**src/decode_pkg.sv**
```systemverilog
`default_nettype none

package decode_pkg;

  localparam int xlen_w     = 32;
  localparam int reg_addr_w = 5;

  typedef logic [reg_addr_w-1:0] reg_idx_t;

  // instruction formats, msb first
  typedef struct packed {
    logic [5:0] op6;
    logic [3:0] op4;
    logic [1:0] op2;
    logic [4:0] op5;
    reg_idx_t   rk;
    reg_idx_t   rj;
    reg_idx_t   rd;
  } fmt_3r_t;

  typedef struct packed {
    logic [5:0]  op6;
    logic [3:0]  op4;
    logic [11:0] si12;
    reg_idx_t    rj;
    reg_idx_t    rd;
  } fmt_2ri12_t;

  typedef struct packed {
    logic [5:0]  op6;
    logic [15:0] si16;
    reg_idx_t    rj;
    reg_idx_t    rd;
  } fmt_2ri16_t;

  typedef struct packed {
    logic [5:0]  op6;
    logic        op1;
    logic [19:0] si20;
    reg_idx_t    rd;
  } fmt_1ri20_t;

  // offset is split, high part sits in the low bits
  typedef struct packed {
    logic [5:0]  op6;
    logic [15:0] offs_lo;
    logic [9:0]  offs_hi;
  } fmt_i26_t;

  typedef union packed {
    fmt_3r_t     r3;
    fmt_2ri12_t  ri12;
    fmt_2ri16_t  ri16;
    fmt_1ri20_t  ri20;
    fmt_i26_t    i26;
    logic [31:0] raw;
  } instr_u;

  // major opcodes
  localparam logic [5:0] op_grp_alu = 6'h00;
  localparam logic [5:0] op_lu12i   = 6'h05;
  localparam logic [5:0] op_pcaddu  = 6'h07;
  localparam logic [5:0] op_grp_mem = 6'h0a;
  localparam logic [5:0] op_jirl    = 6'h13;
  localparam logic [5:0] op_b       = 6'h14;
  localparam logic [5:0] op_bl      = 6'h15;
  localparam logic [5:0] op_beq     = 6'h16;
  localparam logic [5:0] op_bne     = 6'h17;
  localparam logic [5:0] op_blt     = 6'h18;
  localparam logic [5:0] op_bge     = 6'h19;
  localparam logic [5:0] op_bltu    = 6'h1a;
  localparam logic [5:0] op_bgeu    = 6'h1b;

  // alu group, bits 25:22
  localparam logic [3:0] fn4_reg   = 4'h0;
  localparam logic [3:0] fn4_shift = 4'h1;
  localparam logic [3:0] fn_slti   = 4'h8;
  localparam logic [3:0] fn_sltui  = 4'h9;
  localparam logic [3:0] fn_addi   = 4'ha;
  localparam logic [3:0] fn_andi   = 4'hd;
  localparam logic [3:0] fn_ori    = 4'he;
  localparam logic [3:0] fn_xori   = 4'hf;

  // bits 21:20
  localparam logic [1:0] fn2_shift = 2'h0;
  localparam logic [1:0] fn2_reg   = 2'h1;

  // bits 19:15
  localparam logic [4:0] fn_add  = 5'h00;
  localparam logic [4:0] fn_slli = 5'h01;
  localparam logic [4:0] fn_sub  = 5'h02;
  localparam logic [4:0] fn_slt  = 5'h04;
  localparam logic [4:0] fn_sltu = 5'h05;
  localparam logic [4:0] fn_nor  = 5'h08;
  localparam logic [4:0] fn_and  = 5'h09;
  localparam logic [4:0] fn_srli = 5'h09;
  localparam logic [4:0] fn_or   = 5'h0a;
  localparam logic [4:0] fn_xor  = 5'h0b;
  localparam logic [4:0] fn_sll  = 5'h0e;
  localparam logic [4:0] fn_srl  = 5'h0f;
  localparam logic [4:0] fn_sra  = 5'h10;
  localparam logic [4:0] fn_srai = 5'h11;

  // memory group, bits 25:22
  localparam logic [3:0] fn_ld_b  = 4'h0;
  localparam logic [3:0] fn_ld_h  = 4'h1;
  localparam logic [3:0] fn_ld_w  = 4'h2;
  localparam logic [3:0] fn_st_b  = 4'h4;
  localparam logic [3:0] fn_st_h  = 4'h5;
  localparam logic [3:0] fn_st_w  = 4'h6;
  localparam logic [3:0] fn_ld_bu = 4'h8;
  localparam logic [3:0] fn_ld_hu = 4'h9;

  typedef logic [11:0] alu_op_t;

  localparam int alu_add  = 0;
  localparam int alu_sub  = 1;
  localparam int alu_slt  = 2;
  localparam int alu_sltu = 3;
  localparam int alu_and  = 4;
  localparam int alu_nor  = 5;
  localparam int alu_or   = 6;
  localparam int alu_xor  = 7;
  localparam int alu_sll  = 8;
  localparam int alu_srl  = 9;
  localparam int alu_sra  = 10;
  localparam int alu_lui  = 11;

  typedef logic [3:0] mem_mask_t;

  localparam mem_mask_t mask_none = 4'h0;
  localparam mem_mask_t mask_b    = 4'h1;
  localparam mem_mask_t mask_h    = 4'h3;
  localparam mem_mask_t mask_w    = 4'hf;

  // immediate kind codes
  localparam logic [2:0] imm_none = 3'd0;
  localparam logic [2:0] imm_ui5  = 3'd1;
  localparam logic [2:0] imm_si12 = 3'd2;
  localparam logic [2:0] imm_ui12 = 3'd3;
  localparam logic [2:0] imm_si16 = 3'd4;
  localparam logic [2:0] imm_si20 = 3'd5;
  localparam logic [2:0] imm_si26 = 3'd6;

  typedef struct packed {
    logic [xlen_w-1:0] pc;
    instr_u            instr;
    logic              pred_taken;
  } fetch_slot_t;

  typedef struct packed {
    alu_op_t           alu_op;
    mem_mask_t         mem_mask;
    logic              res_from_mem;
    logic              mem_we;
    logic              gr_we;
    reg_idx_t          dest;
    logic [xlen_w-1:0] imm;
    logic              src1_is_pc;
    logic              src2_is_imm;
    logic              src2_is_4;
    logic              is_jump;
    logic              use_rj_value;
    logic              use_less;
    logic              need_less;
    logic              use_zero;
    logic              need_zero;
    logic              is_unsigned;
    reg_idx_t          raddr_j;
    reg_idx_t          raddr_kd;
    logic [xlen_w-1:0] rj_value;
    logic [xlen_w-1:0] rkd_value;
    logic [xlen_w-1:0] pc;
    logic              pred_taken;
  } decoded_t;

  typedef struct packed {
    logic     gr_we;
    reg_idx_t dest;
    logic     use_rj;
    logic     use_rkd;
    reg_idx_t raddr_j;
    reg_idx_t raddr_kd;
    logic     is_jump;
  } hazard_info_t;

endpackage

`default_nettype wire

```
**src/imm_gen.sv**
```systemverilog
`timescale 1ns/1ps
`default_nettype none

module imm_gen (
  input  wire decode_pkg::instr_u       instr,
  input  wire [2:0]                     kind,
  output logic [decode_pkg::xlen_w-1:0] imm
);

  import decode_pkg::*;

  always_comb begin
    case (kind)
      imm_ui5:  imm = {27'b0, instr.r3.rk};
      imm_si12: imm = {{20{instr.ri12.si12[11]}}, instr.ri12.si12};
      imm_ui12: imm = {20'b0, instr.ri12.si12};
      // branch and jirl offsets, word aligned
      imm_si16: imm = {{14{instr.ri16.si16[15]}}, instr.ri16.si16, 2'b00};
      imm_si20: imm = {instr.ri20.si20, 12'b0};
      imm_si26: begin
        imm = {{4{instr.i26.offs_hi[9]}}, instr.i26.offs_hi, instr.i26.offs_lo, 2'b00};
      end
      default:  imm = '0;
    endcase
  end

endmodule

`default_nettype wire

```
**src/opcode_decoder.sv**
```systemverilog
`timescale 1ns/1ps
`default_nettype none

module opcode_decoder (
  input  wire                            clk,
  input  wire                            rst,
  input  wire decode_pkg::fetch_slot_t   slot,
  input  wire [decode_pkg::xlen_w-1:0]   rdata_j,
  input  wire [decode_pkg::xlen_w-1:0]   rdata_kd,
  output decode_pkg::reg_idx_t           raddr_j,
  output decode_pkg::reg_idx_t           raddr_kd,
  output decode_pkg::decoded_t           dec,
  output decode_pkg::hazard_info_t       hz
);

  import decode_pkg::*;

  instr_u            ins;
  logic [5:0]        op6;
  logic [3:0]        op4;
  logic [1:0]        op2;
  logic [4:0]        op5;
  logic              is_alu, is_reg, is_sh_i, is_mem;
  logic              inst_add, inst_sub, inst_slt, inst_sltu, inst_nor, inst_and, inst_or;
  logic              inst_xor, inst_sll, inst_srl, inst_sra, inst_slli, inst_srli, inst_srai;
  logic              inst_addi, inst_slti, inst_sltui, inst_andi, inst_ori, inst_xori;
  logic              inst_ld_b, inst_ld_h, inst_ld_w, inst_ld_bu, inst_ld_hu;
  logic              inst_st_b, inst_st_h, inst_st_w;
  logic              inst_jirl, inst_b, inst_bl, inst_beq, inst_bne;
  logic              inst_blt, inst_bge, inst_bltu, inst_bgeu, inst_lu12i, inst_pcaddu;
  logic              reg_op, imm_op, is_load, is_store, is_cond_br, is_jump, inst_valid;
  logic              kd_is_rd, src1_is_pc, src2_is_imm, src2_is_4, gr_we, use_rj, use_rkd;
  logic [2:0]        imm_kind;
  logic [xlen_w-1:0] imm;
  reg_idx_t          dest;
  alu_op_t           alu_op;
  mem_mask_t         mem_mask;

  assign ins = slot.instr;
  assign op6 = ins.r3.op6;
  assign op4 = ins.r3.op4;
  assign op2 = ins.r3.op2;
  assign op5 = ins.r3.op5;

  assign is_alu  = (op6 == op_grp_alu);
  assign is_reg  = is_alu && (op4 == fn4_reg) && (op2 == fn2_reg);
  assign is_sh_i = is_alu && (op4 == fn4_shift) && (op2 == fn2_shift);
  assign is_mem  = (op6 == op_grp_mem);

  // three-register ops
  assign inst_add  = is_reg && (op5 == fn_add);
  assign inst_sub  = is_reg && (op5 == fn_sub);
  assign inst_slt  = is_reg && (op5 == fn_slt);
  assign inst_sltu = is_reg && (op5 == fn_sltu);
  assign inst_nor  = is_reg && (op5 == fn_nor);
  assign inst_and  = is_reg && (op5 == fn_and);
  assign inst_or   = is_reg && (op5 == fn_or);
  assign inst_xor  = is_reg && (op5 == fn_xor);
  assign inst_sll  = is_reg && (op5 == fn_sll);
  assign inst_srl  = is_reg && (op5 == fn_srl);
  assign inst_sra  = is_reg && (op5 == fn_sra);
  assign inst_slli = is_sh_i && (op5 == fn_slli);
  assign inst_srli = is_sh_i && (op5 == fn_srli);
  assign inst_srai = is_sh_i && (op5 == fn_srai);

  assign inst_addi  = is_alu && (op4 == fn_addi);
  assign inst_slti  = is_alu && (op4 == fn_slti);
  assign inst_sltui = is_alu && (op4 == fn_sltui);
  assign inst_andi  = is_alu && (op4 == fn_andi);
  assign inst_ori   = is_alu && (op4 == fn_ori);
  assign inst_xori  = is_alu && (op4 == fn_xori);

  assign inst_ld_b  = is_mem && (op4 == fn_ld_b);
  assign inst_ld_h  = is_mem && (op4 == fn_ld_h);
  assign inst_ld_w  = is_mem && (op4 == fn_ld_w);
  assign inst_ld_bu = is_mem && (op4 == fn_ld_bu);
  assign inst_ld_hu = is_mem && (op4 == fn_ld_hu);
  assign inst_st_b  = is_mem && (op4 == fn_st_b);
  assign inst_st_h  = is_mem && (op4 == fn_st_h);
  assign inst_st_w  = is_mem && (op4 == fn_st_w);

  assign inst_jirl   = (op6 == op_jirl);
  assign inst_b      = (op6 == op_b);
  assign inst_bl     = (op6 == op_bl);
  assign inst_beq    = (op6 == op_beq);
  assign inst_bne    = (op6 == op_bne);
  assign inst_blt    = (op6 == op_blt);
  assign inst_bge    = (op6 == op_bge);
  assign inst_bltu   = (op6 == op_bltu);
  assign inst_bgeu   = (op6 == op_bgeu);
  assign inst_lu12i  = (op6 == op_lu12i) && !ins.ri20.op1;
  assign inst_pcaddu = (op6 == op_pcaddu) && !ins.ri20.op1;

  assign reg_op = inst_add | inst_sub | inst_slt | inst_sltu | inst_nor | inst_and
                | inst_or | inst_xor | inst_sll | inst_srl | inst_sra;
  assign imm_op = inst_slli | inst_srli | inst_srai | inst_addi | inst_slti | inst_sltui
                | inst_andi | inst_ori | inst_xori;
  assign is_load    = inst_ld_b | inst_ld_h | inst_ld_w | inst_ld_bu | inst_ld_hu;
  assign is_store   = inst_st_b | inst_st_h | inst_st_w;
  assign is_cond_br = inst_beq | inst_bne | inst_blt | inst_bge | inst_bltu | inst_bgeu;
  assign is_jump    = is_cond_br | inst_jirl | inst_b | inst_bl;
  assign inst_valid = reg_op | imm_op | is_load | is_store | is_jump | inst_lu12i | inst_pcaddu;

  always_comb begin
    alu_op           = '0;
    alu_op[alu_add]  = inst_add | inst_addi | is_load | is_store | inst_jirl | inst_bl
                     | inst_pcaddu;
    alu_op[alu_sub]  = inst_sub | inst_beq | inst_bne;
    alu_op[alu_slt]  = inst_slt | inst_slti | inst_blt | inst_bge;
    alu_op[alu_sltu] = inst_sltu | inst_sltui | inst_bltu | inst_bgeu;
    alu_op[alu_and]  = inst_and | inst_andi;
    alu_op[alu_nor]  = inst_nor;
    alu_op[alu_or]   = inst_or | inst_ori;
    alu_op[alu_xor]  = inst_xor | inst_xori;
    alu_op[alu_sll]  = inst_sll | inst_slli;
    alu_op[alu_srl]  = inst_srl | inst_srli;
    alu_op[alu_sra]  = inst_sra | inst_srai;
    alu_op[alu_lui]  = inst_lu12i;
  end

  assign mem_mask = (inst_ld_w | inst_st_w) ? mask_w :
                    (inst_ld_h | inst_ld_hu | inst_st_h) ? mask_h :
                    (inst_ld_b | inst_ld_bu | inst_st_b) ? mask_b : mask_none;

  assign imm_kind = (inst_slli | inst_srli | inst_srai) ? imm_ui5 :
                    (inst_addi | inst_slti | inst_sltui | is_load | is_store) ? imm_si12 :
                    (inst_andi | inst_ori | inst_xori) ? imm_ui12 :
                    (inst_jirl | is_cond_br) ? imm_si16 :
                    (inst_lu12i | inst_pcaddu) ? imm_si20 :
                    (inst_b | inst_bl) ? imm_si26 : imm_none;

  imm_gen u_imm (
    .instr (ins),
    .kind  (imm_kind),
    .imm   (imm)
  );

  assign src1_is_pc  = inst_jirl | inst_bl | inst_pcaddu;
  assign src2_is_imm = imm_op | is_load | is_store | inst_lu12i | inst_pcaddu;
  assign src2_is_4   = inst_jirl | inst_bl;

  // stores and compares read rd on the second port
  assign kd_is_rd = is_store | is_cond_br;
  assign raddr_j  = ins.r3.rj;
  assign raddr_kd = kd_is_rd ? ins.r3.rd : ins.r3.rk;

  // unknown encodings fall out with no write
  assign gr_we   = inst_valid & ~is_store & ~is_cond_br & ~inst_b;
  assign dest    = inst_bl ? reg_idx_t'(1) : ins.r3.rd;
  assign use_rj  = inst_valid & ~(inst_b | inst_bl | inst_lu12i | inst_pcaddu);
  assign use_rkd = reg_op | is_store | is_cond_br;

  always_comb begin
    dec.alu_op       = alu_op;
    dec.mem_mask     = mem_mask;
    dec.res_from_mem = is_load;
    dec.mem_we       = is_store;
    dec.gr_we        = gr_we;
    dec.dest         = dest;
    dec.imm          = imm;
    dec.src1_is_pc   = src1_is_pc;
    dec.src2_is_imm  = src2_is_imm;
    dec.src2_is_4    = src2_is_4;
    dec.is_jump      = is_jump;
    dec.use_rj_value = inst_jirl;
    dec.use_less     = inst_blt | inst_bge | inst_bltu | inst_bgeu;
    dec.need_less    = inst_blt | inst_bltu;
    dec.use_zero     = inst_beq | inst_bne;
    dec.need_zero    = inst_beq;
    dec.is_unsigned  = inst_ld_bu | inst_ld_hu;
    dec.raddr_j      = raddr_j;
    dec.raddr_kd     = raddr_kd;
    dec.rj_value     = rdata_j;
    dec.rkd_value    = rdata_kd;
    dec.pc           = slot.pc;
    dec.pred_taken   = slot.pred_taken;
  end

  always_comb begin
    hz.gr_we    = gr_we;
    hz.dest     = dest;
    hz.use_rj   = use_rj;
    hz.use_rkd  = use_rkd;
    hz.raddr_j  = raddr_j;
    hz.raddr_kd = raddr_kd;
    hz.is_jump  = is_jump;
  end

  a_alu_onehot: assert property (@(posedge clk) disable iff (rst) $onehot0(alu_op));

endmodule

`default_nettype wire

```
**src/issue_ctrl.sv**
```systemverilog
`timescale 1ns/1ps
`default_nettype none

module issue_ctrl (
  input  wire                           clk,
  input  wire                           rst,
  input  wire [1:0]                     slot_valid,
  input  wire decode_pkg::hazard_info_t hz0,
  input  wire decode_pkg::hazard_info_t hz1,
  input  wire                           load_en,
  output logic [1:0]                    take
);

  logic raw_j;
  logic raw_kd;
  logic pair_hazard;

  // slot 1 reading what slot 0 writes
  assign raw_j  = hz1.use_rj && (hz1.raddr_j == hz0.dest);
  assign raw_kd = hz1.use_rkd && (hz1.raddr_kd == hz0.dest);

  // r0 writes never split a pair
  assign pair_hazard = hz0.is_jump || (hz0.gr_we && (hz0.dest != '0) && (raw_j || raw_kd));

  assign take[0] = slot_valid[0] && load_en;
  assign take[1] = take[0] && slot_valid[1] && !pair_hazard;

  // fetch buffer fills in order
  a_slot_order: assert property (@(posedge clk) disable iff (rst)
    slot_valid[1] |-> slot_valid[0]);

endmodule

`default_nettype wire

```
**src/issue_reg.sv**
```systemverilog
`timescale 1ns/1ps
`default_nettype none

module issue_reg (
  input  wire                        clk,
  input  wire                        rst,
  input  wire                        flush,
  input  wire                        out_ready,
  input  wire [1:0]                  take,
  input  wire decode_pkg::decoded_t  dec0,
  input  wire decode_pkg::decoded_t  dec1,
  output logic                       load_en,
  output decode_pkg::decoded_t [1:0] out_bundle,
  output logic [1:0]                 out_valid
);

  // empty slot or execute accepting this cycle
  assign load_en = !flush && (!out_valid[0] || out_ready);

  always_ff @(posedge clk) begin
    if (rst || flush) begin
      out_valid <= 2'b00;
    end else if (load_en) begin
      out_valid <= take;
    end
  end

  always_ff @(posedge clk) begin
    if (load_en) begin
      out_bundle[0] <= dec0;
      out_bundle[1] <= dec1;
    end
  end

  a_hold: assert property (@(posedge clk) disable iff (rst)
    out_valid[0] && !out_ready && !flush |=> $stable(out_bundle) && $stable(out_valid));

  // slot 1 never goes to execute without slot 0
  a_valid_order: assert property (@(posedge clk) disable iff (rst)
    out_valid[1] |-> out_valid[0]);

endmodule

`default_nettype wire

```
**src/dual_decode_stage.sv**
```systemverilog
`timescale 1ns/1ps
`default_nettype none

module dual_decode_stage (
  input  wire                               clk,
  input  wire                               rst,
  input  wire decode_pkg::fetch_slot_t      slot0,
  input  wire decode_pkg::fetch_slot_t      slot1,
  input  wire [1:0]                         slot_valid,
  output wire [1:0]                         take,
  output wire decode_pkg::reg_idx_t [3:0]   rf_raddr,
  input  wire [3:0][decode_pkg::xlen_w-1:0] rf_rdata,
  output wire decode_pkg::decoded_t [1:0]   out_bundle,
  output wire [1:0]                         out_valid,
  input  wire                               out_ready,
  input  wire                               flush
);

  import decode_pkg::*;

  decoded_t     dec0;
  decoded_t     dec1;
  hazard_info_t hz0;
  hazard_info_t hz1;
  logic         load_en;

  // older slot on read ports 0 and 1
  opcode_decoder u_dec0 (
    .clk      (clk),
    .rst      (rst),
    .slot     (slot0),
    .rdata_j  (rf_rdata[0]),
    .rdata_kd (rf_rdata[1]),
    .raddr_j  (rf_raddr[0]),
    .raddr_kd (rf_raddr[1]),
    .dec      (dec0),
    .hz       (hz0)
  );

  opcode_decoder u_dec1 (
    .clk      (clk),
    .rst      (rst),
    .slot     (slot1),
    .rdata_j  (rf_rdata[2]),
    .rdata_kd (rf_rdata[3]),
    .raddr_j  (rf_raddr[2]),
    .raddr_kd (rf_raddr[3]),
    .dec      (dec1),
    .hz       (hz1)
  );

  issue_ctrl u_issue_ctrl (
    .clk        (clk),
    .rst        (rst),
    .slot_valid (slot_valid),
    .hz0        (hz0),
    .hz1        (hz1),
    .load_en    (load_en),
    .take       (take)
  );

  issue_reg u_issue_reg (
    .clk        (clk),
    .rst        (rst),
    .flush      (flush),
    .out_ready  (out_ready),
    .take       (take),
    .dec0       (dec0),
    .dec1       (dec1),
    .load_en    (load_en),
    .out_bundle (out_bundle),
    .out_valid  (out_valid)
  );

endmodule

`default_nettype wire

```
**config.mk**
```make
export PLATFORM = sky130hd
export DESIGN_NAME = dual_decode_stage
export DESIGN_NICKNAME = d
export VERILOG_FILES = /design/src/decode_pkg.sv /design/src/imm_gen.sv /design/src/opcode_decoder.sv /design/src/issue_ctrl.sv /design/src/issue_reg.sv /design/src/dual_decode_stage.sv
export SDC_FILE = /design/constraint.sdc
export NUM_CORES = 1
export LEC_CHECK = 0
export BUFFER_PORTS_ARGS = -buffer_cell sky130_fd_sc_hd__buf_2
export CAP_MARGIN = 20
export CORE_AREA = 2 2 248 250
export CTS_CLUSTER_DIAMETER = 60
export DETAILED_ROUTE_END_ITERATION = 6
export DIE_AREA = 0 0 250 252
export GPL_ROUTABILITY_DRIVEN = 0
export GPL_TIMING_DRIVEN = 1
export PLACE_DENSITY_LB_ADDON = 0.15
export SETUP_SLACK_MARGIN = 0.5
export SLEW_MARGIN = 0
export SYNTH_ARGS = -nofsm -noshare
export SYNTH_HDL_FRONTEND = slang
export SYNTH_SLANG_ARGS = --single-unit
```
**constraint.sdc**
```tcl
create_clock -name clk -period 18.4 [get_ports clk]
set_clock_uncertainty 0.15 [all_clocks]
set_input_delay 0 -clock clk [delete_from_list [all_inputs] [get_ports clk]]
set_output_delay 0 -clock clk [all_outputs]
set_load 0.01 [all_outputs]
```
==> impl_metrics.json, run 1 <==
{
  "status": "completed",
  "first_iter_violations": 674,
  "setup_tns_ns": 0,
  "async_flop_share": 0,
  "synth_flop_cell": "edfxtp_1",
  "rsz0062_at_grt": "no",
  "rr_endpoint": "u_issue_reg.out_valid[1]$_SDFFE_PP0P_",
  "grt_max_degree": 170,
  "clkTransAtPathRegs_ns": 0.06,
  "seqCellArea_mm2": 0.0104,
  "rows": 90,
  "wl_um": 55000,
  "initial_core_util": 0.220,
  "cts_tree": "done",
  "via_per_inst": 4.29,
  "rr_worst_depth": 10,
  "cp.required_ns": 18.25,
  "syn_inst": 785,
  "setup_slack_ns": 15.08,
  "grt-ovfl-total": 0,
  "multi_input_area_mm2": 0.00253,
  "cts_buffers": 43,
  "critPathSlowestCell": "dlygate4sd3_1",
  "cts_root_buf": "clkbuf_16",
  "hold_viol": 0,
  "ys_types": 71,
  "rr_startpoint": "u_issue_reg.out_valid[0]$_SDFFE_PP0P_",
  "drcViolationCount": 0,
  "insertion_delay_ns": 0.54,
  "clockBufferDepth": 3,
  "hpwl_um": 40600,
  "syn_avg_cell_area_um2": 16.9,
  "synth_top_cell_by_area": "edfxtp_1",
  "cp_num_buf_inv": 4,
  "synth.top_cells.by_area": "edfxtp_1 (78%), a221o_1 (1.8%), nor2_1 (1.3%)",
  "core_area_mm2": 0.0601,
  "antenna_found_initial": 8,
  "routedWlPerCell_um": 21.3,
  "ant_nets": 0,
  "io_buffers": 633,
  "worst_slew_pin_slew_ns": 1.22,
  "post-route-period-util": 0.180,
  "final_common_cell": "buf_2",
  "p_leak_nw": 9.13,
  "slew_headroom": 0.189,
  "ys_ff_latch": 346,
  "clock-sinks": 346,
  "path_class": "in2out",
  "synth_seq_area_share": 0.783,
  "cts-htree-levels": 2,
  "nNetsFinal": 2025,
  "setup_violations": 0,
  "powerDensity_mw_per_mm2": 89.9,
  "totalPowerFinal_mw": 1.98,
  "place_ws_ns": 15.54,
  "firstDrtPassIters": 5,
  "max-cap-violations": 0,
  "mostFrequentLayoutCells": "buf_2 (633), dlygate4sd3_1 (351), edfxtp_1 (344)",
  "grt_pass1_vias": 11300,
  "holdCritPathClass": "in2reg",
  "die_w_um": 250,
  "grt_usage": 0.165,
  "area_growth_pct": 66.0,
  "min_period_ns": 3.32,
  "vdd_ir_drop_max_mv": 0.0631,
  "critPathLaunchType": "input port",
  "worst-path-stages": 11,
  "critPathTopFamily": "simple AND/OR/NAND/NOR gates",
  "grt_pass1_wl_um": 76700,
  "arrival_ns": 3.17,
  "finalMaxSlewViolations": 0,
  "r2r_setup_slack_ns": 15.13,
  "io_pins": 634,
  "crit_path_cell_trace": "dlygate4sd3_1 > buf_2 > nand3b_1 > nor3_2 > nor2_1 > inv_1 > or3_1 > a2111oi_0 > o41a_1 > o31ai_1 > buf_2",
  "n_fill_cell": 5924,
  "synthDominantCellAreaShare": 0.780,
  "synth_area_mm2": 0.0132,
  "synth-edff-count": 344,
  "die_h_um": 252,
  "fmax_mhz": 302,
  "yosysWarningCount": 0,
  "drive_gt1_frac": 0.410,
  "synth_fp_nets": 1049,
  "die_area_mm2": 0.0630,
  "max_stage_delay_ns": 0.54,
  "startpoint": "slot0[30]",
  "crit_top_cell": "buf_2",
  "endpoint": "take[1]",
  "dr_total_vias": 11100,
  "path_max_fanout": 9,
  "end_kind": "output pin"
}
==> metal layers <==
metal / share of wire / vias to the layer above / GRT usage
li1: - / 5035 / -
met1: 0.39 / 5490 / 0.191
met2: 0.51 / 440 / 0.293
met3: 0.072 / 88 / 0.0481
met4: 0.029 / 0 / 0.0559
met5: 0 / - / 0
==> state kept, by name, indices dropped and copies added, names as in the netlist <==
name,flops
u_issue_reg.out_valid,2
u_issue_reg.out_bundle,344
==> stage by stage <==
step	area, um2	std cells	utilization	hold slack (ns)
floorplan	13200	785	-	-0.0582
global placement	17200	2147	0.285	0.0269
detailed placement	17200	2147	0.285	0.0281
CTS	22000	2572	0.365	0.000129
global route	22000	2577	0.366	0.00296
finish	22000	2577	0.366	0.0318
==> kinds of logic (layout without fill, tap and decap cells) <==
| group | count (synthesis) | after routing | share of synthesized area |
|---|---|---|---|
| buf+inv | 71 | 1078 | 0.0282 |
| xor+xnor | 7 | 7 | 0.00463 |
| flops | 346 | 346 | 0.783 |
| other cells | 0 | 3 | 0 |
| mux | 10 | 10 | 0.00878 |
| compound gates | 152 | 152 | 0.0895 |
| simple gates | 199 | 199 | 0.0861 |
==> synth_stat cells, types with 12 or more instances <==
cell type / number
clkbuf_1: 27
inv_1: 13
nand2_1: 34
a221o_1: 24
a22o_1: 19
buf_4: 22
a21oi_1: 15
edfxtp_1: 344
and2_1: 12
nor2_1: 46
a21o_1: 14
nor2b_1: 15
nand2b_1: 14
o21ai_0: 16
nor3_1: 12
==> power by group <==
group | internal, mW | switching (mW) | leakage (nW)
clock network | 0.473 | 0.323 | 0.635
registers | 0.922 | 0.0130 | 3.40
logic | 0.115 | 0.132 | 5.09
total | 1.51 | 0.468 | 9.13
==> worst min path at each step <==
| stage | startpoint | end | slack (ns) | cells after the start |
|---|---|---|---|---|
| after detailed placement | rf_rdata[79] | u_issue_reg.out_bundle[253]$_DFFE_PP_ | 0.03 | 1 |
| final | slot1[33] | u_issue_reg.out_bundle[174]$_DFFE_PP_ | 0.03 | 2 |
| after global routing | slot0[53] | u_issue_reg.out_bundle[21]$_DFFE_PP_ | 0.003 | 2 |
| after CTS | rf_rdata[44] | u_issue_reg.out_bundle[45]$_DFFE_PP_ | 0.0001 | 2 |
| after floorplan | slot0[6] | rf_raddr[0] | -0.06 | 1 |
| after global placement | rf_rdata[39] | u_issue_reg.out_bundle[40]$_DFFE_PP_ | 0.03 | 1 |
==> area by class of cell <==
class,instances,share of cell area
flip-flops and latches,346,0.471
clock inverters,21,0.00865
diodes,3,0.000341
clock buffers,55,0.0510
multi-input cells,368,0.115
inverters,13,0.00222
repair buffers,989,0.307
well taps,782,0.0445
==> repair_timing <==
| action | in CTS | in global routing |
|---|---|---|
| hold buffers | 349 | 2 |
| hold endpoints to repair | 357 | 2 |
| buffers inserted | 0 | 0 |
| gates resized for setup | 0 | 0 |
(Power assumes the default switching activity.)
==> run 2, diff against run 1 <==
==> constraint.sdc (replaced) <==
create_clock -name clk -period 3.1 [get_ports clk]
set_clock_uncertainty 0.15 [all_clocks]
set_input_delay 0 -clock clk [delete_from_list [all_inputs] [get_ports clk]]
set_output_delay 0 -clock clk [all_outputs]
set_load 0.01 [all_outputs]
==> impl_metrics.json, run 2 <==
{
  "rows": 90,
  "ys_ff_latch": 346,
  "place_area_mm2": 0.0173,
  "cts_root_buf": "clkbuf_16",
  "yosysWarningCount": 0,
  "haltStage": "clock tree synthesis",
  "postCtsSetupBuffers": 0,
  "synth-edff-count": 344,
  "cts-htree-levels": 2,
  "clock-sinks": 346,
  "initial_core_util": 0.220,
  "synth_top_cell_by_area": "edfxtp_1",
  "cts_hold_buf": 449,
  "synthDominantCellAreaShare": 0.780,
  "synth_area_mm2": 0.0132,
  "status": "aborted with a tool error",
  "synth_most_common_cell": "edfxtp_1",
  "synth_flop_cell": "edfxtp_1",
  "synth.top_cells.by_area": "edfxtp_1 (78%), a221o_1 (1.8%), nor2_1 (1.3%)",
  "synth_seq_area_share": 0.783,
  "clockBufferDepth": 3,
  "synthTopCellsByCount": "edfxtp_1 (344), nor2_1 (46), nand2_1 (34), clkbuf_1 (27), a221o_1 (24)",
  "async_flop_share": 0,
  "cts_buffers": 44,
  "die_h_um": 252,
  "stop_error": "[ERROR RSZ-0060] Max buffer count reached.",
  "ctsResizeCount": 4,
  "die_w_um": 250,
  "io_buffers": 633,
  "hpwl_um": 41900,
  "syn_inst": 785,
  "ys_types": 71,
  "syn_avg_cell_area_um2": 16.9,
  "io_pins": 634,
  "synth_fp_nets": 1049
}
==> run 2: cell counts after synthesis <==
Identical to the previous run, type by type.
==> run 2: logic make-up after synthesis <==
group | after synthesis | synth area share
DFF | 346 | 0.783
and+or+nand+nor | 199 | 0.0861
AOI/OAI and AO/OA | 152 | 0.0895
buffers and inverters | 71 | 0.0282
muxes | 10 | 0.00878
xor gates and xnor gates | 7 | 0.00463
==> run 2: stage by stage <==
step                instances  hold slack, ns  TNS (ns)  setup WS, ns
detailed placement       2158          0.0281         0         0.389
global placement         2158          0.0271         0         0.535
floorplan                 785         -0.0582  -1046.52         -3.59
==> run 3, diff against run 2 <==
--- a/config.mk
+++ b/config.mk
@@ -8,13 +8,11 @@
 export BUFFER_PORTS_ARGS = -buffer_cell sky130_fd_sc_hd__buf_2
 export CAP_MARGIN = 20
 export CORE_AREA = 2 2 248 250
-export CTS_CLUSTER_DIAMETER = 60
 export DETAILED_ROUTE_END_ITERATION = 6
 export DIE_AREA = 0 0 250 252
 export GPL_ROUTABILITY_DRIVEN = 0
 export GPL_TIMING_DRIVEN = 1
 export PLACE_DENSITY_LB_ADDON = 0.15
-export SETUP_SLACK_MARGIN = 0.5
 export SLEW_MARGIN = 0
 export SYNTH_ARGS = -nofsm -noshare
 export SYNTH_HDL_FRONTEND = slang
==> impl_metrics.json, run 3 (same netlist as run 1, synthesis figures left out) <==
{
  "rr_worst_depth": 10,
  "grt-ovfl-total": 0,
  "max-cap-violations": 0,
  "die_h_um": 252,
  "largest_reg_flops": 344,
  "use_met3": 0.0607,
  "p_sw_mw": 2.82,
  "cts_buffers": 41,
  "r2r_setup_slack_ns": 0.36,
  "io_buffers": 633,
  "cts_tree": "done",
  "hold_viol": 0,
  "drcViolationCount": 0,
  "post-route-period-util": 0.963,
  "die_w_um": 250,
  "p_sw_frac": 0.238,
  "end_kind": "output pin",
  "place_ws_ns": 0.389,
  "wl_um": 57000,
  "nNetsFinal": 2055,
  "startpoint": "slot1[27]",
  "arrival_ns": 2.83,
  "cp.required_ns": 2.95,
  "powerDensity_mw_per_mm2": 529,
  "use_met2": 0.306,
  "rr_endpoint": "u_issue_reg.out_valid[1]$_SDFFE_PP0P_",
  "via_per_inst": 4.29,
  "antenna_found_initial": 11,
  "slew_headroom": 0.461,
  "status": "completed",
  "path_max_fanout": 19,
  "regMostFlops": "u_issue_reg.out_bundle",
  "reg_top3": "u_issue_reg.out_bundle x344, u_issue_reg.out_valid x2",
  "pwr-share-seq": 0.467,
  "clock-sinks": 346,
  "vdd_ir_drop_max_mv": 0.323,
  "endpoint": "take[1]",
  "cts_root_buf": "clkbuf_16",
  "holdCritPathClass": "in2reg",
  "routedWlPerCell_um": 21.9,
  "path_class": "in2out",
  "final_common_cell": "buf_2",
  "io_pins": 634,
  "rr_startpoint": "u_issue_reg.out_valid[0]$_SDFFE_PP0P_",
  "insertion_delay_ns": 0.54,
  "hpwl_um": 41900,
  "setup_violations": 0,
  "ant_nets": 0,
  "grt_max_degree": 87,
  "p_leak_nw": 9.31,
  "firstDrtPassIters": 5,
  "clkTransAtPathRegs_ns": 0.05,
  "internal_power_mw": 9.03,
  "grt_pass1_vias": 11500,
  "setup_tns_ns": 0,
  "clockBufferDepth": 3,
  "drive_gt1_frac": 0.414,
  "grtUsageMet1": 0.195,
  "fmax_mhz": 335,
  "first_iter_violations": 745,
  "rsz0062_at_grt": "no",
  "min_period_ns": 2.98,
  "busiest_layer": "met2",
  "grt_pass1_wl_um": 79600,
  "die_area_mm2": 0.0630,
  "initial_core_util": 0.220,
  "worst_slew_pin_slew_ns": 0.806,
  "area_growth_pct": 69.1,
  "dr_total_vias": 11200,
  "cts-htree-levels": 2,
  "clockPowerShare": 0.404,
  "power_frac_comb": 0.129,
  "setup_slack_ns": 0.115,
  "core_area_mm2": 0.0601,
  "critPathLaunchType": "input port",
  "mostFrequentLayoutCells": "buf_2 (631), dlygate4sd3_1 (371), edfxtp_1 (344)",
  "rows": 90,
  "finalMaxSlewViolations": 0,
  "grt_usage": 0.173
}
run 3: timing repair:
item,CTS,global route
buffers inserted,0,0
gates resized for setup,0,8
hold buffers,372,0
endpoints found under the hold margin,446,0
setup endpoints to repair,0,2
run 3: per-stage QoR:
step / hold slack, ns / utilization / power (mW) / cells / area (um2)
after global routing: 0.00397 / 0.372 / 12.3 / 2606 / 22400
after detailed placement: 0.0281 / 0.288 / 6.78 / 2158 / 17300
after floorplan: -0.0582 / - / 6.13 / 785 / 13300
final: 0.0197 / 0.373 / 11.8 / 2609 / 22400
after CTS: 0.000618 / 0.372 / 12.0 / 2602 / 22400
after global placement: 0.0271 / 0.288 / 6.78 / 2158 / 17300
run 3: worst min-delay path by stage:
stage                                                  endpoint  depth (start not counted)  slack (ns)    startpoint
after CTS                 u_issue_reg.out_bundle[248]$_DFFE_PP_                          2      0.0006  rf_rdata[74]
after global routing       u_issue_reg.out_bundle[75]$_DFFE_PP_                          2       0.004  rf_rdata[10]
after detailed placement  u_issue_reg.out_bundle[182]$_DFFE_PP_                          1        0.03     slot1[41]
after global placement     u_issue_reg.out_bundle[56]$_DFFE_PP_                          1        0.03  rf_rdata[55]
after floorplan                                     rf_raddr[0]                          1       -0.06      slot0[6]
final                     u_issue_reg.out_bundle[338]$_DFFE_PP_                          4        0.02     slot1[28]
run 3: layout make-up:
cell class | instances | area [um2]
fillers | 5911 | 37700
flip-flops and latches | 346 | 10400
repair buffers | 1021 | 7110
multi-input cells | 368 | 2570
clock buffers | 50 | 1100
well taps | 782 | 978
clock inverters | 22 | 208
inverters | 13 | 48.8
diodes | 7 | 17.5
run 3: power by group through the flow:
stage / registers [mW] / clock network [mW] / logic, mW
2_1_floorplan: 5.82 / 0 / 0.311
3_3_place_gp: 5.63 / 0 / 1.15
3_5_place_dp: 5.63 / 0 / 1.15
4_1_cts: 5.54 / 4.95 / 1.54
5_1_grt: 5.56 / 5.14 / 1.63
6_report: 5.54 / 4.79 / 1.52
run 3: metal layers:
metal  share of wire  wire length, um
met5         0.00023               13
met4           0.029             1670
met3           0.085             4860
met2            0.51            28900
met1            0.38            21500
run 3: worst max-delay path, cell delays in order:
cell	delay, ns
dlygate4sd3_1	0.53
buf_2	0.19
a211oi_1	0.31
a211oi_2	0.05
dlygate4sd3_1	0.56
buf_4	0.23
o41a_1	0.51
o31ai_4	0.26
buf_2	0.18
==> run 4, diff against run 3 <==
--- a/config.mk
+++ b/config.mk
@@ -7,6 +7,8 @@
 export LEC_CHECK = 0
 export BUFFER_PORTS_ARGS = -buffer_cell sky130_fd_sc_hd__buf_2
 export CAP_MARGIN = 20
+export CELL_PAD_IN_SITES_DETAIL_PLACEMENT = 0
+export CELL_PAD_IN_SITES_GLOBAL_PLACEMENT = 1
 export CORE_AREA = 2 2 248 250
 export DETAILED_ROUTE_END_ITERATION = 6
 export DIE_AREA = 0 0 250 252
==> impl_metrics.json, run 4 (same netlist as run 1, synthesis figures left out) <==
{
  "status": "completed",
  "max_stage_delay_ns": 0.56,
  "rows": 90,
  "initial_core_util": 0.220,
  "p_leak_nw": 9.51,
  "worst-path-stages": 11,
  "arrival_ns": 2.89,
  "end_kind": "output pin",
  "vdd_ir_drop_max_mv": 0.336,
  "ant_nets": 0,
  "regMostFlops": "u_issue_reg.out_bundle",
  "grt-ovfl-total": 0,
  "clockBufferDepth": 3,
  "drcViolationCount": 0,
  "firstDrtPassIters": 7,
  "postCtsSetupBuffers": 0,
  "io_pins": 634,
  "fin_cells": 2650,
  "die_w_um": 250,
  "grt_pass1_wl_um": 80400,
  "final_common_cell": "buf_2",
  "critPathTopFamily": "compound AO/OA/AOI/OAI gates",
  "cts-htree-levels": 2,
  "cp_num_buf_inv": 4,
  "grt_max_degree": 94,
  "drive_gt1_frac": 0.407,
  "die_h_um": 252,
  "slew_headroom": 0.532,
  "min_period_ns": 3.04,
  "crit_path_cell_trace": "dlygate4sd3_1 > buf_4 > or2_2 > a31oi_1 > a21o_2 > a21oi_1 > buf_4 > a31o_2 > o41a_1 > o31ai_4 > buf_2",
  "rr_worst_depth": 10,
  "rr_startpoint": "u_issue_reg.out_valid[0]$_SDFFE_PP0P_",
  "rsz0062_at_grt": "yes",
  "holdWs_ns": 0.0148,
  "startpoint": "slot1[24]",
  "insertion_delay_ns": 0.56,
  "post-route-period-util": 0.980,
  "dr_total_vias": 11300,
  "largest_reg_flops": 344,
  "reg_top3": "u_issue_reg.out_bundle x344, u_issue_reg.out_valid x2",
  "holdCritPathClass": "in2reg",
  "first_iter_violations": 530,
  "die_area_mm2": 0.0630,
  "finalMaxSlewViolations": 0,
  "cts_tree": "done",
  "hpwl_um": 43000,
  "path_class": "in2out",
  "cp.required_ns": 2.95,
  "nNetsFinal": 2096,
  "grt_usage": 0.174,
  "wl_um": 58100,
  "r2r_setup_slack_ns": 0.22,
  "cts_root_buf": "clkbuf_16",
  "endpoint": "take[1]",
  "area_growth_pct": 72.4,
  "antenna_found_initial": 5,
  "routedWlPerCell_um": 21.9,
  "grt_pass1_vias": 11800,
  "clock-sinks": 346,
  "via_per_inst": 4.26,
  "max-cap-violations": 0,
  "setup_violations": 0,
  "io_buffers": 633,
  "clkTransAtPathRegs_ns": 0.06,
  "hold_viol": 0,
  "fmax_mhz": 329,
  "critPathSlowestCell": "dlygate4sd3_1",
  "powerDensity_mw_per_mm2": 533,
  "totalPowerFinal_mw": 12.2,
  "rr_endpoint": "u_issue_reg.out_valid[1]$_SDFFE_PP0P_",
  "worst_slew_pin_slew_ns": 0.699,
  "crit_top_cell": "buf_4",
  "critPathLaunchType": "input port",
  "cts_buffers": 42,
  "path_max_fanout": 13,
  "mostFrequentLayoutCells": "buf_2 (631), dlygate4sd3_1 (412), edfxtp_1 (344)",
  "core_area_mm2": 0.0601,
  "dp_cells": 2158
}
==> run 4: repair_timing <==
action / CTS / global route
hold buffers: 412 / 0
setup endpoints to repair: 0 / 2
endpoints found under the hold margin: 363 / 0
resized for setup: 0 / 8
==> run 4: area by class of cell <==
cell class | count | area [um2]
Multi-Input combinational cell | 368 | 2570
Inverter | 13 | 48.8
Fill cell | 5888 | 37300
Clock inverter | 22 | 284
Timing Repair Buffer | 1061 | 7470
Tap cell | 782 | 978
Antenna cell | 5 | 12.5
Clock buffer | 53 | 1110
Sequential cell | 346 | 10400
==> run 4: layer usage <==
metal	part of all wire	track usage
met1	0.39	0.202
met5	0	0
met4	0.031	0.0647
met2	0.51	0.306
met3	0.070	0.0495
==> run 4: worst min path at each step <==
| stage | from | to | slack (ns) | depth (start not counted) |
|---|---|---|---|---|
| 3_5_place_dp | rf_rdata[32] | u_issue_reg.out_bundle[33]$_DFFE_PP_ | 0.03 | 1 |
| 4_1_cts | rf_rdata[74] | u_issue_reg.out_bundle[248]$_DFFE_PP_ | 0.0004 | 2 |
| 5_1_grt | slot1[62] | u_issue_reg.out_bundle[203]$_DFFE_PP_ | 0.002 | 2 |
| 3_3_place_gp | rf_rdata[27] | u_issue_reg.out_bundle[92]$_DFFE_PP_ | 0.03 | 1 |
| 6_report | slot1[62] | u_issue_reg.out_bundle[203]$_DFFE_PP_ | 0.01 | 2 |
| 2_1_floorplan | slot0[6] | rf_raddr[0] | -0.06 | 1 |
==> run 4: report_power, final <==
part	leakage (nW)	total, mW	switching, mW	internal (mW)
combinational	5.42	1.57	0.826	0.745
sequential	3.40	5.53	0.0679	5.46
clock	0.681	5.08	2.02	3.06
total	9.51	12.2	2.92	9.26
==> run 4: per-stage QoR <==
stage / cell area (um2) / util / setup TNS [ns] / setup WS (ns)
2_1_floorplan: 13300 / - / -1046.52 / -3.59
3_3_place_gp: 17300 / 0.288 / 0 / 0.571
3_5_place_dp: 17300 / 0.288 / 0 / 0.505
4_1_cts: 22800 / 0.379 / 0 / 0.0170
5_1_grt: 22800 / 0.380 / -0.0195 / -0.0195
6_report: 22800 / 0.380 / 0 / 0.0624
